**src/fcmp_pkg.sv**
```systemverilog
package fcmp_pkg;

   // ============================================================
   // Field widths
   // ============================================================

   // Common layout shared by both formats after widening
   localparam int EXP_W  = 11;
   localparam int MANT_W = 52;

   // Native single precision fields
   localparam int S_EXP_W  = 8;
   localparam int S_MANT_W = 23;

   // Integer register file index
   localparam int RD_W = 5;

   // ============================================================
   // Operation encodings
   // ============================================================

   // Compare type, code 3 is left unused and is never issued
   typedef enum logic [1:0] {
      CMP_LT = 2'd0,
      CMP_LE = 2'd1,
      CMP_EQ = 2'd2
   } fp_cmp_t;

   // Operand format
   typedef enum logic {
      FMT_S = 1'b0,
      FMT_D = 1'b1
   } fp_fmt_t;

   // ============================================================
   // Operand word, one 64-bit register read two ways
   // ============================================================

   // Double precision view
   typedef struct packed {
      logic              sign;
      logic [EXP_W-1:0]  exp;
      logic [MANT_W-1:0] mant;
   } fp_dbl_t;

   // Single precision view, value sits in the low half
   typedef struct packed {
      logic [31:0]         box;
      logic                sign;
      logic [S_EXP_W-1:0]  exp;
      logic [S_MANT_W-1:0] mant;
   } fp_sgl_t;

   typedef union packed {
      fp_dbl_t d;
      fp_sgl_t s;
   } fp_word_u;

endpackage

```
**src/fcmp_issue.sv**
```systemverilog
`timescale 1ns/1ps

module fcmp_issue (
   input  logic                          clk,
   input  logic                          rst_n,
   input  logic                          issue,
   input  logic [63:0]                   op_a,
   input  logic [63:0]                   op_b,
   input  fcmp_pkg::fp_fmt_t             fmt,
   input  fcmp_pkg::fp_cmp_t             cmp_type,
   input  logic [fcmp_pkg::RD_W-1:0]     rd,
   input  logic [63:0]                   pc,
   output logic                          s0_valid,
   output logic                          s0_sign_a,
   output logic [fcmp_pkg::EXP_W-1:0]    s0_exp_a,
   output logic [fcmp_pkg::MANT_W-1:0]   s0_mant_a,
   output logic                          s0_sign_b,
   output logic [fcmp_pkg::EXP_W-1:0]    s0_exp_b,
   output logic [fcmp_pkg::MANT_W-1:0]   s0_mant_b,
   output logic                          s0_raw_eq,
   output fcmp_pkg::fp_cmp_t             s0_cmp,
   output logic [fcmp_pkg::RD_W-1:0]     s0_rd,
   output logic [63:0]                   s0_pc
);

   // Field extraction per format
   function automatic logic widen_sign(input fcmp_pkg::fp_word_u w,
                                       input fcmp_pkg::fp_fmt_t f);
      return (f == fcmp_pkg::FMT_D) ? w.d.sign : w.s.sign;
   endfunction

   // Zero-extend a single exponent, keeps unsigned ordering
   function automatic logic [fcmp_pkg::EXP_W-1:0] widen_exp(input fcmp_pkg::fp_word_u w,
                                                           input fcmp_pkg::fp_fmt_t f);
      if (f == fcmp_pkg::FMT_D)
         return w.d.exp;
      return {{(fcmp_pkg::EXP_W - fcmp_pkg::S_EXP_W){1'b0}}, w.s.exp};
   endfunction

   // Left-align a single mantissa, zero fill below
   function automatic logic [fcmp_pkg::MANT_W-1:0] widen_mant(input fcmp_pkg::fp_word_u w,
                                                             input fcmp_pkg::fp_fmt_t f);
      if (f == fcmp_pkg::FMT_D)
         return w.d.mant;
      return {w.s.mant, {(fcmp_pkg::MANT_W - fcmp_pkg::S_MANT_W){1'b0}}};
   endfunction

   fcmp_pkg::fp_word_u w_a;
   fcmp_pkg::fp_word_u w_b;
   logic               raw_eq;
   logic               cmp_legal;

   assign w_a = op_a;
   assign w_b = op_b;

   // Single compares only its own 32 bits, box bits are ignored
   assign raw_eq = (fmt == fcmp_pkg::FMT_D) ? (op_a == op_b) : (op_a[31:0] == op_b[31:0]);

   assign cmp_legal = cmp_type inside {fcmp_pkg::CMP_LT, fcmp_pkg::CMP_LE, fcmp_pkg::CMP_EQ};

   // ============================================================
   // Stage 0 registers
   // ============================================================

   // Valid drops an issue with the unused compare code
   always_ff @(posedge clk or negedge rst_n)
   begin
      if (!rst_n)
         s0_valid <= 1'b0;
      else
         s0_valid <= issue & cmp_legal;
   end

   // Payload only loads on issue
   always_ff @(posedge clk)
   begin
      if (issue)
      begin
         s0_sign_a <= widen_sign(w_a, fmt);
         s0_exp_a  <= widen_exp(w_a, fmt);
         s0_mant_a <= widen_mant(w_a, fmt);
         s0_sign_b <= widen_sign(w_b, fmt);
         s0_exp_b  <= widen_exp(w_b, fmt);
         s0_mant_b <= widen_mant(w_b, fmt);
         s0_raw_eq <= raw_eq;
         s0_cmp    <= cmp_type;
         s0_rd     <= rd;
         s0_pc     <= pc;
      end
   end

   // Strobe must be clean once out of reset
   a_issue_known: assert property (@(posedge clk) disable iff (!rst_n) !$isunknown(issue))
      else $error("issue is unknown");

endmodule

```
**src/fp_compare.sv**
```systemverilog
`timescale 1ns/1ps

module fp_compare #(
   parameter int D = 4
) (
   input  logic                          clk,
   input  logic                          rst_n,
   input  logic                          s0_valid,
   input  logic                          s0_sign_a,
   input  logic [fcmp_pkg::EXP_W-1:0]    s0_exp_a,
   input  logic [fcmp_pkg::MANT_W-1:0]   s0_mant_a,
   input  logic                          s0_sign_b,
   input  logic [fcmp_pkg::EXP_W-1:0]    s0_exp_b,
   input  logic [fcmp_pkg::MANT_W-1:0]   s0_mant_b,
   input  logic                          s0_raw_eq,
   input  fcmp_pkg::fp_cmp_t             s0_cmp,
   input  logic [fcmp_pkg::RD_W-1:0]     s0_rd,
   input  logic [63:0]                   s0_pc,
   output logic                          c_valid,
   output logic                          c_result,
   output logic [fcmp_pkg::RD_W-1:0]     c_rd,
   output logic [63:0]                   c_pc
);

   localparam int MAG_W = fcmp_pkg::EXP_W + fcmp_pkg::MANT_W;

   // Depth of zero would leave no register at all
   if (D < 1)
   begin : g_bad_depth
      $error("fp_compare depth D must be at least 1");
   end

   // ============================================================
   // Ordering terms
   // ============================================================

   logic [MAG_W-1:0] mag_a;
   logic [MAG_W-1:0] mag_b;
   logic             sign_lt;
   logic             sign_eq;
   logic             mag_lt;
   logic             mag_gt;
   logic             both_pos;
   logic             both_neg;
   logic             lt;
   logic             result;

   // Magnitude orders by exponent first, then mantissa
   assign mag_a = {s0_exp_a, s0_mant_a};
   assign mag_b = {s0_exp_b, s0_mant_b};

   // Differing signs decide on their own
   assign sign_lt = s0_sign_a & ~s0_sign_b;
   assign sign_eq = (s0_sign_a == s0_sign_b);

   assign mag_lt = (mag_a < mag_b);
   assign mag_gt = (mag_a > mag_b);

   assign both_pos = sign_eq & ~s0_sign_a;
   assign both_neg = sign_eq & s0_sign_a;

   // Negative pair reverses the magnitude test
   assign lt = sign_lt | (both_pos & mag_lt) | (both_neg & mag_gt);

   // Select by compare type
   always_comb
   begin
      result = 1'b0;
      case (s0_cmp)
         fcmp_pkg::CMP_LT:
         begin
            result = lt;
         end
         fcmp_pkg::CMP_LE:
         begin
            result = lt | s0_raw_eq;
         end
         fcmp_pkg::CMP_EQ:
         begin
            // Raw bit equality, so -0 and +0 differ
            result = s0_raw_eq;
         end
         default:
         begin
            result = 1'b0;
         end
      endcase
   end

   // ============================================================
   // Delay chain, D stages
   // ============================================================

   logic [D-1:0]                valid_q;
   logic [D-1:0]                result_q;
   logic [fcmp_pkg::RD_W-1:0]   rd_q [D];
   logic [63:0]                 pc_q [D];

   // Valid bits are the only control state
   always_ff @(posedge clk or negedge rst_n)
   begin
      if (!rst_n)
      begin
         valid_q <= '0;
      end
      else
      begin
         valid_q[0] <= s0_valid;
         for (int i = 1; i < D; i++)
            valid_q[i] <= valid_q[i-1];
      end
   end

   // Payload shifts every cycle
   always_ff @(posedge clk)
   begin
      result_q[0] <= result;
      rd_q[0]     <= s0_rd;
      pc_q[0]     <= s0_pc;
      for (int i = 1; i < D; i++)
      begin
         result_q[i] <= result_q[i-1];
         rd_q[i]     <= rd_q[i-1];
         pc_q[i]     <= pc_q[i-1];
      end
   end

   // Last stage feeds writeback
   assign c_valid  = valid_q[D-1];
   assign c_result = result_q[D-1];
   assign c_rd     = rd_q[D-1];
   assign c_pc     = pc_q[D-1];

   // Issue side must have filtered the unused code
   a_cmp_legal: assert property (@(posedge clk) disable iff (!rst_n)
      s0_valid |-> (s0_cmp inside {fcmp_pkg::CMP_LT, fcmp_pkg::CMP_LE, fcmp_pkg::CMP_EQ}))
      else $error("valid stage 0 with illegal compare code %0d", s0_cmp);

endmodule

```
**src/fcmp_writeback.sv**
```systemverilog
`timescale 1ns/1ps

module fcmp_writeback (
   input  logic                        clk,
   input  logic                        rst_n,
   input  logic                        c_valid,
   input  logic                        c_result,
   input  logic [fcmp_pkg::RD_W-1:0]   c_rd,
   input  logic [63:0]                 c_pc,
   output logic                        wb_en,
   output logic [fcmp_pkg::RD_W-1:0]   wb_rd,
   output logic [63:0]                 wb_data,
   output logic [63:0]                 wb_pc
);

   logic rd_zero;
   logic wr_ok;

   // x0 is hardwired, never written
   assign rd_zero = (c_rd == '0);
   assign wr_ok   = c_valid & ~rd_zero;

   // ============================================================
   // Writeback register
   // ============================================================

   // One pulse per surviving result
   always_ff @(posedge clk or negedge rst_n)
   begin
      if (!rst_n)
         wb_en <= 1'b0;
      else
         wb_en <= wr_ok;
   end

   // Result widened to an integer 0 or 1
   always_ff @(posedge clk)
   begin
      if (c_valid)
      begin
         wb_data <= {63'd0, c_result};
         wb_rd   <= c_rd;
         wb_pc   <= c_pc;
      end
   end

   // Integer file must only ever see 0 or 1
   a_wb_bool: assert property (@(posedge clk) disable iff (!rst_n)
      wb_en |-> (wb_data[63:1] == 63'd0))
      else $error("writeback data not boolean: %h", wb_data);

endmodule

```
**src/fcmp_unit.sv**
```systemverilog
`timescale 1ns/1ps

module fcmp_unit #(
   parameter int D = 4
) (
   input  logic                        clk,
   input  logic                        rst_n,
   input  logic                        issue,
   input  logic [63:0]                 op_a,
   input  logic [63:0]                 op_b,
   input  fcmp_pkg::fp_fmt_t           fmt,
   input  fcmp_pkg::fp_cmp_t           cmp_type,
   input  logic [fcmp_pkg::RD_W-1:0]   rd,
   input  logic [63:0]                 pc,
   output logic                        wb_en,
   output logic [fcmp_pkg::RD_W-1:0]   wb_rd,
   output logic [63:0]                 wb_data,
   output logic [63:0]                 wb_pc
);

   // ============================================================
   // Stage 0 bundle
   // ============================================================

   logic                          s0_valid;
   logic                          s0_sign_a;
   logic [fcmp_pkg::EXP_W-1:0]    s0_exp_a;
   logic [fcmp_pkg::MANT_W-1:0]   s0_mant_a;
   logic                          s0_sign_b;
   logic [fcmp_pkg::EXP_W-1:0]    s0_exp_b;
   logic [fcmp_pkg::MANT_W-1:0]   s0_mant_b;
   logic                          s0_raw_eq;
   fcmp_pkg::fp_cmp_t             s0_cmp;
   logic [fcmp_pkg::RD_W-1:0]     s0_rd;
   logic [63:0]                   s0_pc;

   // Compare pipeline output
   logic                          c_valid;
   logic                          c_result;
   logic [fcmp_pkg::RD_W-1:0]     c_rd;
   logic [63:0]                   c_pc;

   // Input side, one cycle
   fcmp_issue u_issue (
      .clk       (clk),
      .rst_n     (rst_n),
      .issue     (issue),
      .op_a      (op_a),
      .op_b      (op_b),
      .fmt       (fmt),
      .cmp_type  (cmp_type),
      .rd        (rd),
      .pc        (pc),
      .s0_valid  (s0_valid),
      .s0_sign_a (s0_sign_a),
      .s0_exp_a  (s0_exp_a),
      .s0_mant_a (s0_mant_a),
      .s0_sign_b (s0_sign_b),
      .s0_exp_b  (s0_exp_b),
      .s0_mant_b (s0_mant_b),
      .s0_raw_eq (s0_raw_eq),
      .s0_cmp    (s0_cmp),
      .s0_rd     (s0_rd),
      .s0_pc     (s0_pc)
   );

   // Compare, D cycles
   fp_compare #(
      .D (D)
   ) u_compare (
      .clk       (clk),
      .rst_n     (rst_n),
      .s0_valid  (s0_valid),
      .s0_sign_a (s0_sign_a),
      .s0_exp_a  (s0_exp_a),
      .s0_mant_a (s0_mant_a),
      .s0_sign_b (s0_sign_b),
      .s0_exp_b  (s0_exp_b),
      .s0_mant_b (s0_mant_b),
      .s0_raw_eq (s0_raw_eq),
      .s0_cmp    (s0_cmp),
      .s0_rd     (s0_rd),
      .s0_pc     (s0_pc),
      .c_valid   (c_valid),
      .c_result  (c_result),
      .c_rd      (c_rd),
      .c_pc      (c_pc)
   );

   // Output side, one cycle
   fcmp_writeback u_writeback (
      .clk      (clk),
      .rst_n    (rst_n),
      .c_valid  (c_valid),
      .c_result (c_result),
      .c_rd     (c_rd),
      .c_pc     (c_pc),
      .wb_en    (wb_en),
      .wb_rd    (wb_rd),
      .wb_data  (wb_data),
      .wb_pc    (wb_pc)
   );

endmodule

```
**config.mk**
```make
export PLATFORM = sky130hd
export DESIGN_NAME = fcmp_unit
export DESIGN_NICKNAME = d
export VERILOG_FILES = /design/src/fcmp_pkg.sv /design/src/fcmp_issue.sv /design/src/fp_compare.sv /design/src/fcmp_writeback.sv /design/src/fcmp_unit.sv
export SDC_FILE = /design/constraint.sdc
export NUM_CORES = 1
export LEC_CHECK = 0
export ABC_AREA = 1
export BUFFER_PORTS_ARGS = -buffer_cell sky130_fd_sc_hd__buf_4
export CAP_MARGIN = 20
export CORE_MARGIN = 5
export CORE_UTILIZATION = 46
export CTS_CLUSTER_SIZE = 40
export DETAILED_ROUTE_END_ITERATION = 8
export PLACE_DENSITY = 0.68
export REMOVE_ABC_BUFFERS = 1
export SKIP_LAST_GASP = 1
export SLEW_MARGIN = 10
export SYNTH_ARGS = -nofsm -noshare
export SYNTH_HDL_FRONTEND = slang
export SYNTH_SLANG_ARGS = --single-unit
```
**constraint.sdc**
```tcl
create_clock -name clk -period 2.9 [get_ports clk]
set_clock_uncertainty 0.15 [all_clocks]
set_input_delay 0.29 -clock clk [delete_from_list [all_inputs] [get_ports clk]]
set_output_delay 0.29 -clock clk [all_outputs]
set_load 0.1 [all_outputs]
```
; Yosys cells after proc, flatten, opt, wreduce, memory -nomap -nowiden
; Memory sizes are Yosys's and may differ from the RTL's. A register that Yosys moved wholly into a read port is not among the register bits.
; Index checks and enable logic that the tools add are counted.
[word_totals]
register_bits = 216
latchBits = 0
ramBits = 276
romBits = 0
in_bits = 203
out_inout_bits = 134
elab_cells = 62
mem_count = 2
[memory_table]
columns = name, depth, word_bits, rd, rd_clocked_by_memory_dff, wr, line_no
row1 = u_compare.pc_q, 4, 64, 4, 1, 4, fp_compare.sv:97  ; logic [63:0] pc_q [D];
row2 = u_compare.rd_q, 4, 5, 4, 0, 4, fp_compare.sv:96  ; logic [fcmp_pkg::RD_W-1:0] rd_q [D];
[op_classes]
add_sub_neg = 0
multipliers = 0
div = 0
order_cmp = 2
n_eq_ne = 7
shift = 0
mux = 14
bitwise_logic = 13
n_reduce_logical = 4
[ops]
columns = cell, n
row1 = two-way mux 52 bit, 4
row2 = equality test 64 bit, 1
row3 = greater-than comparator 63 bit, 1
row4 = less-than comparator 63 bit, 1
row5 = equality test 32 bit, 1
row6 = two-way mux 11 bit, 2
row7 = two-way mux 8 bit, 2
row8 = bitwise AND 1 bit, 7
row9 = zero test 5 bit, 1
row10 = two-way mux 1 bit, 5
row11 = "equality test 2 x 1 -> 1 bit, second input constant", 2
row12 = "equality test 2 bit, second input constant", 2
row13 = zero test 2 bit, 2
row14 = inverter 1 bit, 3
row15 = OR 1 bit, 3
row16 = one-hot mux 1 bit (3 select lines), 1
row17 = nonzero test 3 bit, 1
row18 = equality test 1 bit, 1

; Longest topological paths before layout
[depth]
depth_word = 7
depth_mapped = 17
depth_no_buf = 17

; Hierarchy
; From an unflattened synthesis, not the netlist that was laid out.
[hier_totals]
cells_unflattened = 1408
hier_area_um2 = 18426.4
[modules_own_cells]
columns = module, instances, cells_per_inst, area_per_inst_um2, seq_area_each_um2
row1 = fcmp_issue, 1, 672, 8231.6, 6030.8
row2 = fp_compare, 1, 595, 7567.3, 5705.5
row3 = fcmp_writeback, 1, 141, 2627.5, 2127.0

; Worst setup path after synthesis
; No wires, ideal clock.
[synth_path]
path_type = register -> register
startpoint = register u_compare.valid_q[3]
endpoint = register u_writeback.wb_data[0] (enable)
setup_ns = 0.428
arrival_time_ns = 1.718
required_ns = 2.322
slack_ns = 0.604
path_stages_with_launch = 1
path_buffers = 0
synth_period_minus_slack_ns = 2.296
cell_sequence = dfrtp_1
[synth_lines]
columns = element, line_no
row1 = start: declaration, fp_compare.sv:94  ; logic [D-1:0] valid_q;
row2 = start signal: indexed assignment, fp_compare.sv:110  ; valid_q[i] <= valid_q[i-1];
row3 = end signal: assignment, fcmp_writeback.sv:41  ; wb_data <= {63'd0, c_result};
row4 = end: declaration, fcmp_writeback.sv:12  ; output logic [63:0] wb_data,
; No word-level cell between the ends.

; Worst setup path in the final report
[layout_path]
startpoint = register u_issue.s0_mant_a[22] in the netlist's numbering
endpoint = register u_compare.result_q[0]
[layout_between]
elab_chain_cells = 6
elab_cells_between_ends = 8
cone_classes = order compare: 2 / mux: 1 / bitwise: 5
[layout_rtl]
columns = element, line_no
row1 = start: declaration, fcmp_issue.sv:16  ; output logic [fcmp_pkg::MANT_W-1:0] s0_mant_a,
row2 = start signal: assignment, fcmp_issue.sv:81  ; s0_mant_a <= widen_mant(w_a, fmt);
row3 = less-than comparator 63 bit, fp_compare.sv:56  ; assign mag_lt = (mag_a < mag_b);
row4 = bitwise AND 1 bit, fp_compare.sv:63  ; assign lt = sign_lt | (both_pos & mag_lt) | (both_neg & mag_gt);
row5 = OR 1 bit, fp_compare.sv:63
row6 = OR 1 bit (*), fp_compare.sv:63
row7 = OR 1 bit, fp_compare.sv:76  ; result = lt | s0_raw_eq;
row8 = one-hot mux 1 bit (3 select lines) (*), fp_compare.sv:69  ; case (s0_cmp)
row9 = via u_compare.result, fp_compare.sv:46  ; logic result;
row10 = end signal: assignment, fp_compare.sv:117  ; result_q[0] <= result;
row11 = end signal: indexed assignment, fp_compare.sv:122  ; result_q[i] <= result_q[i-1];
row12 = end: declaration, fp_compare.sv:95  ; logic [D-1:0] result_q;
; Mark *: on every way through the listed nets, which the timed path passes. The rest lies on a longest branch.
; A chain may end at the register's enable or synchronous reset.

==> impl_metrics.py <==
metrics = {
    "worst_setup_path": {
        "critPathKind": "flop to flop",
        "slowest_stage": "edfxtp_1",
        "cp_cell_sequence": "ha_1 -> nand2_1 -> nor2_1 -> nand4_1 -> nor3_1 -> nand3_1 -> nand2_1 -> nand2_1 -> nand2_1 -> nand2_1",
        "slowest_delay_ns": 0.37,
        "cp-start-kind": "flop",
        "crit_path_end_kind": "flop",
        "cpMostUsedCell": "nand2_1",
        "r2r_slack_ns": 0.80,
        "path_max_fanout": 2,
        "worst_ep_required_time_ns": 3.22,
        "worstPathArrival_ns": 2.42,
    },
    "route": {
        "drt_iter0_markers": 656,
        "wl_um": 39900,
        "drt_pass1_iterations": 5,
        "viasPerCell": 4.50,
        "antenna_left": 0,
        "route.detailed.drc": 0,
        "vias": 10900,
        "post_drt_wl_per_cell_um": 16.4,
    },
    "final_layout": {
        "fin_util": 0.627,
        "area_delta_synth_final_pct": 35.6,
        "final_cell_area_sq_um": 24700,
        "num-nets-final": 2125,
        "layout_common_cells": "buf_4 (280), dfxtp_1 (280), edfxtp_1 (270), dlygate4sd3_1 (209), nand2_1 (196)",
        "antennaDiodeCount": 0,
        "drive_above_1_share": 0.221,
    },
    "min_path": {
        "hp-class": "primary input to flop",
    },
    "sta": {
        "period_minus_slack_ns": 2.10,
        "worstMarginPinSlew_ns": 0.908,
        "fin_ws_ns": 0.802,
        "hold_viol": 0,
        "timing.final.crit_share": 0.723,
        "setup_violations": 0,
        "slew_headroom": 0.395,
        "fmax_mhz": 477,
        "setup_tns_ns": 0,
        "slew_viol_final": 0,
        "rsz0062_at_grt": "false",
    },
    "logic_synthesis": {
        "synth-seq-area-share": 0.760,
        "synth.top_cell.area_share": 0.444,
        "synth_area_per_cell_sq_um": 13.7,
        "ys_top_cells_by_area": "edfxtp_1 (44%), dfxtp_1 (31%), ha_1 (4.3%), nand2_1 (4.0%), inv_1 (3.8%)",
        "synth-seq-cells": 556,
        "synthDistinctLibCells": 33,
        "synth.cell_area_sq_um": 18200,
        "synthCells": 1331,
        "yosysTopAreaCell": "edfxtp_1",
        "yosysWarningCount": 0,
    },
    "floorplanning": {
        "dieArea_sq_um": 43700,
        "coreArea_sq_um": 39500,
        "rows": 73,
        "die_x_um": 209,
        "ioPinCount": 337,
        "die_height_um": 209,
        "start_util": 0.462,
    },
    "grt": {
        "antenna_found_initial": 0,
        "grt_pass1_wl_um": 61500,
        "overflow": 0,
        "grtUsageMet3": 0.0486,
        "grt_max_degree": 74,
        "met1_usage": 0.219,
        "met2_usage": 0.306,
        "grt_usage": 0.179,
        "grt_pass1_vias": 11500,
        "grt.busiest_layer": "met2",
    },
    "flow_run": {
        "cap_violations": 0,
    },
    "placement": {
        "dp_slack_ns": 0.864,
        "placed_area_sq_um": 20800,
        "gp_congestion": 0.904,
        "hpwlAfterDp_um": 26700,
        "portBuffers": 273,
    },
    "power_and_ir_drop": {
        "total_power_mw": 18.0,
        "p_leak_nw": 11.0,
        "p_per_area_nw_per_um2": 728,
        "max-vdd-ir-drop_v": 0.000358,
    },
    "clock_network": {
        "numCtsBuffers": 52,
        "ctsHtreeMaxLevel": 2,
        "root_buffer": "clkbuf_16",
        "cts_tree": "done",
        "post_cts_buffers": 0,
        "insertion_delay_ns": 0.58,
        "clk_pin_slew_worst_paths_ns": 0.06,
        "clockBufferDepth": 3,
        "clkSinkCount": 556,
    },
    "run_status": {
        "run_status": "finished clean",
    },
}
-- power by group --
part	leakage, nW	internal, mW	switching [mW]
combinational	5.02	0.690	1.24
sequential	5.05	8.87	0.172
clock	0.936	4.10	2.94
total	11.0	13.7	4.36
-- Yosys cell counts --
cell type,instances
nand2_1,196
nor3_1,2
dfrtp_1,6
nor3_4,1
a21boi_0,1
o2111ai_1,5
nand3_4,1
dfxtp_1,280
nand4_1,20
nor2_2,4
o21ai_0,19
buf_2,5
or4_1,1
xnor2_1,46
nand2_2,1
edfxtp_1,270
clkbuf_1,9
nand3_2,1
conb_1,1
buf_1,5
and2_1,1
inv_1,185
nor2_1,44
buf_4,63
ha_1,63
nor4_1,5
nor2b_2,1
inv_2,5
or2_2,2
mux2_2,24
nand3_1,12
a21oi_1,48
a21o_1,4
-- area by class of cell --
type	count	area, sq um
Tap cell	525	657
Timing Repair Buffer	494	4290
Clock inverter	26	235
Fill cell	2877	14700
Clock buffer	72	1640
Inverter	190	713
Multi-Input combinational cell	565	3350
Sequential cell	556	13900
-- sequential cells by signal (all words and copies together) (netlist names), 2 cells and up --
name	count
u_compare.rd_q	20
u_issue.s0_mant_a	52
u_compare.pc_q	256
u_issue.s0_pc	64
u_compare.result_q	4
u_issue.s0_exp_b	11
u_issue.s0_exp_a	11
u_issue.s0_mant_b	52
u_issue.s0_cmp	2
u_issue.s0_rd	5
u_writeback.wb_rd	5
u_writeback.wb_pc	64
u_compare.valid_q	4
-- metrics by stage --
stage / hold WS (ns) / std cells
3_5_place_dp: -0.0417 / 2121
6_report: 0.0605 / 2428
3_3_place_gp: -0.0440 / 2121
5_1_grt: 0.0629 / 2428
2_1_floorplan: -0.156 / 1311
4_1_cts: 0.000834 / 2428
-- cell families after synthesis --
group	share of synthesized area
xor gates and xnor gates	0.0221
muxes	0.0148
and+or+nand+nor	0.0678
buffers and inverters	0.0693
DFF	0.760
AOI/OAI and AO/OA	0.0228
other	0.000206
adders and majority gates	0.0432
-- layer usage --
metal | up-vias | wire [um]
met5 | - | 0
met4 | 0 | 1410
met3 | 84 | 2890
met2 | 420 | 19700
met1 | 5129 | 15900
li1 | 5296 | -
-- worst max-delay path: cells and delay by family (launching register included) --
family,cells,cell delay [ns]
adder cells (fa/ha/maj),1,0.31
flip-flops,1,0.37
AND/OR/NAND/NOR,9,1.15
-- repair_timing --
item	CTS	global route
gates resized for setup	0	0
endpoints found under the setup margin	0	0
hold endpoints to repair	206	0
hold buffers	209	0
-- final timing paths --
check,depth (start not counted),to,from
setup / recovery,10,u_compare.result_q[0],u_issue.s0_mant_a[22]
hold / removal,3,u_issue.s0_mant_a[31],op_a[31]
max in group asynchronous,3,u_compare.valid_q[3],rst_n
hold reg to reg,0,u_compare.pc_q[2][7],u_compare.pc_q[1][7]
min in group asynchronous,3,u_writeback.wb_en,rst_n
setup reg to reg,10,u_compare.result_q[0],u_issue.s0_mant_a[22]
Power figures use the tool's default switching activity.
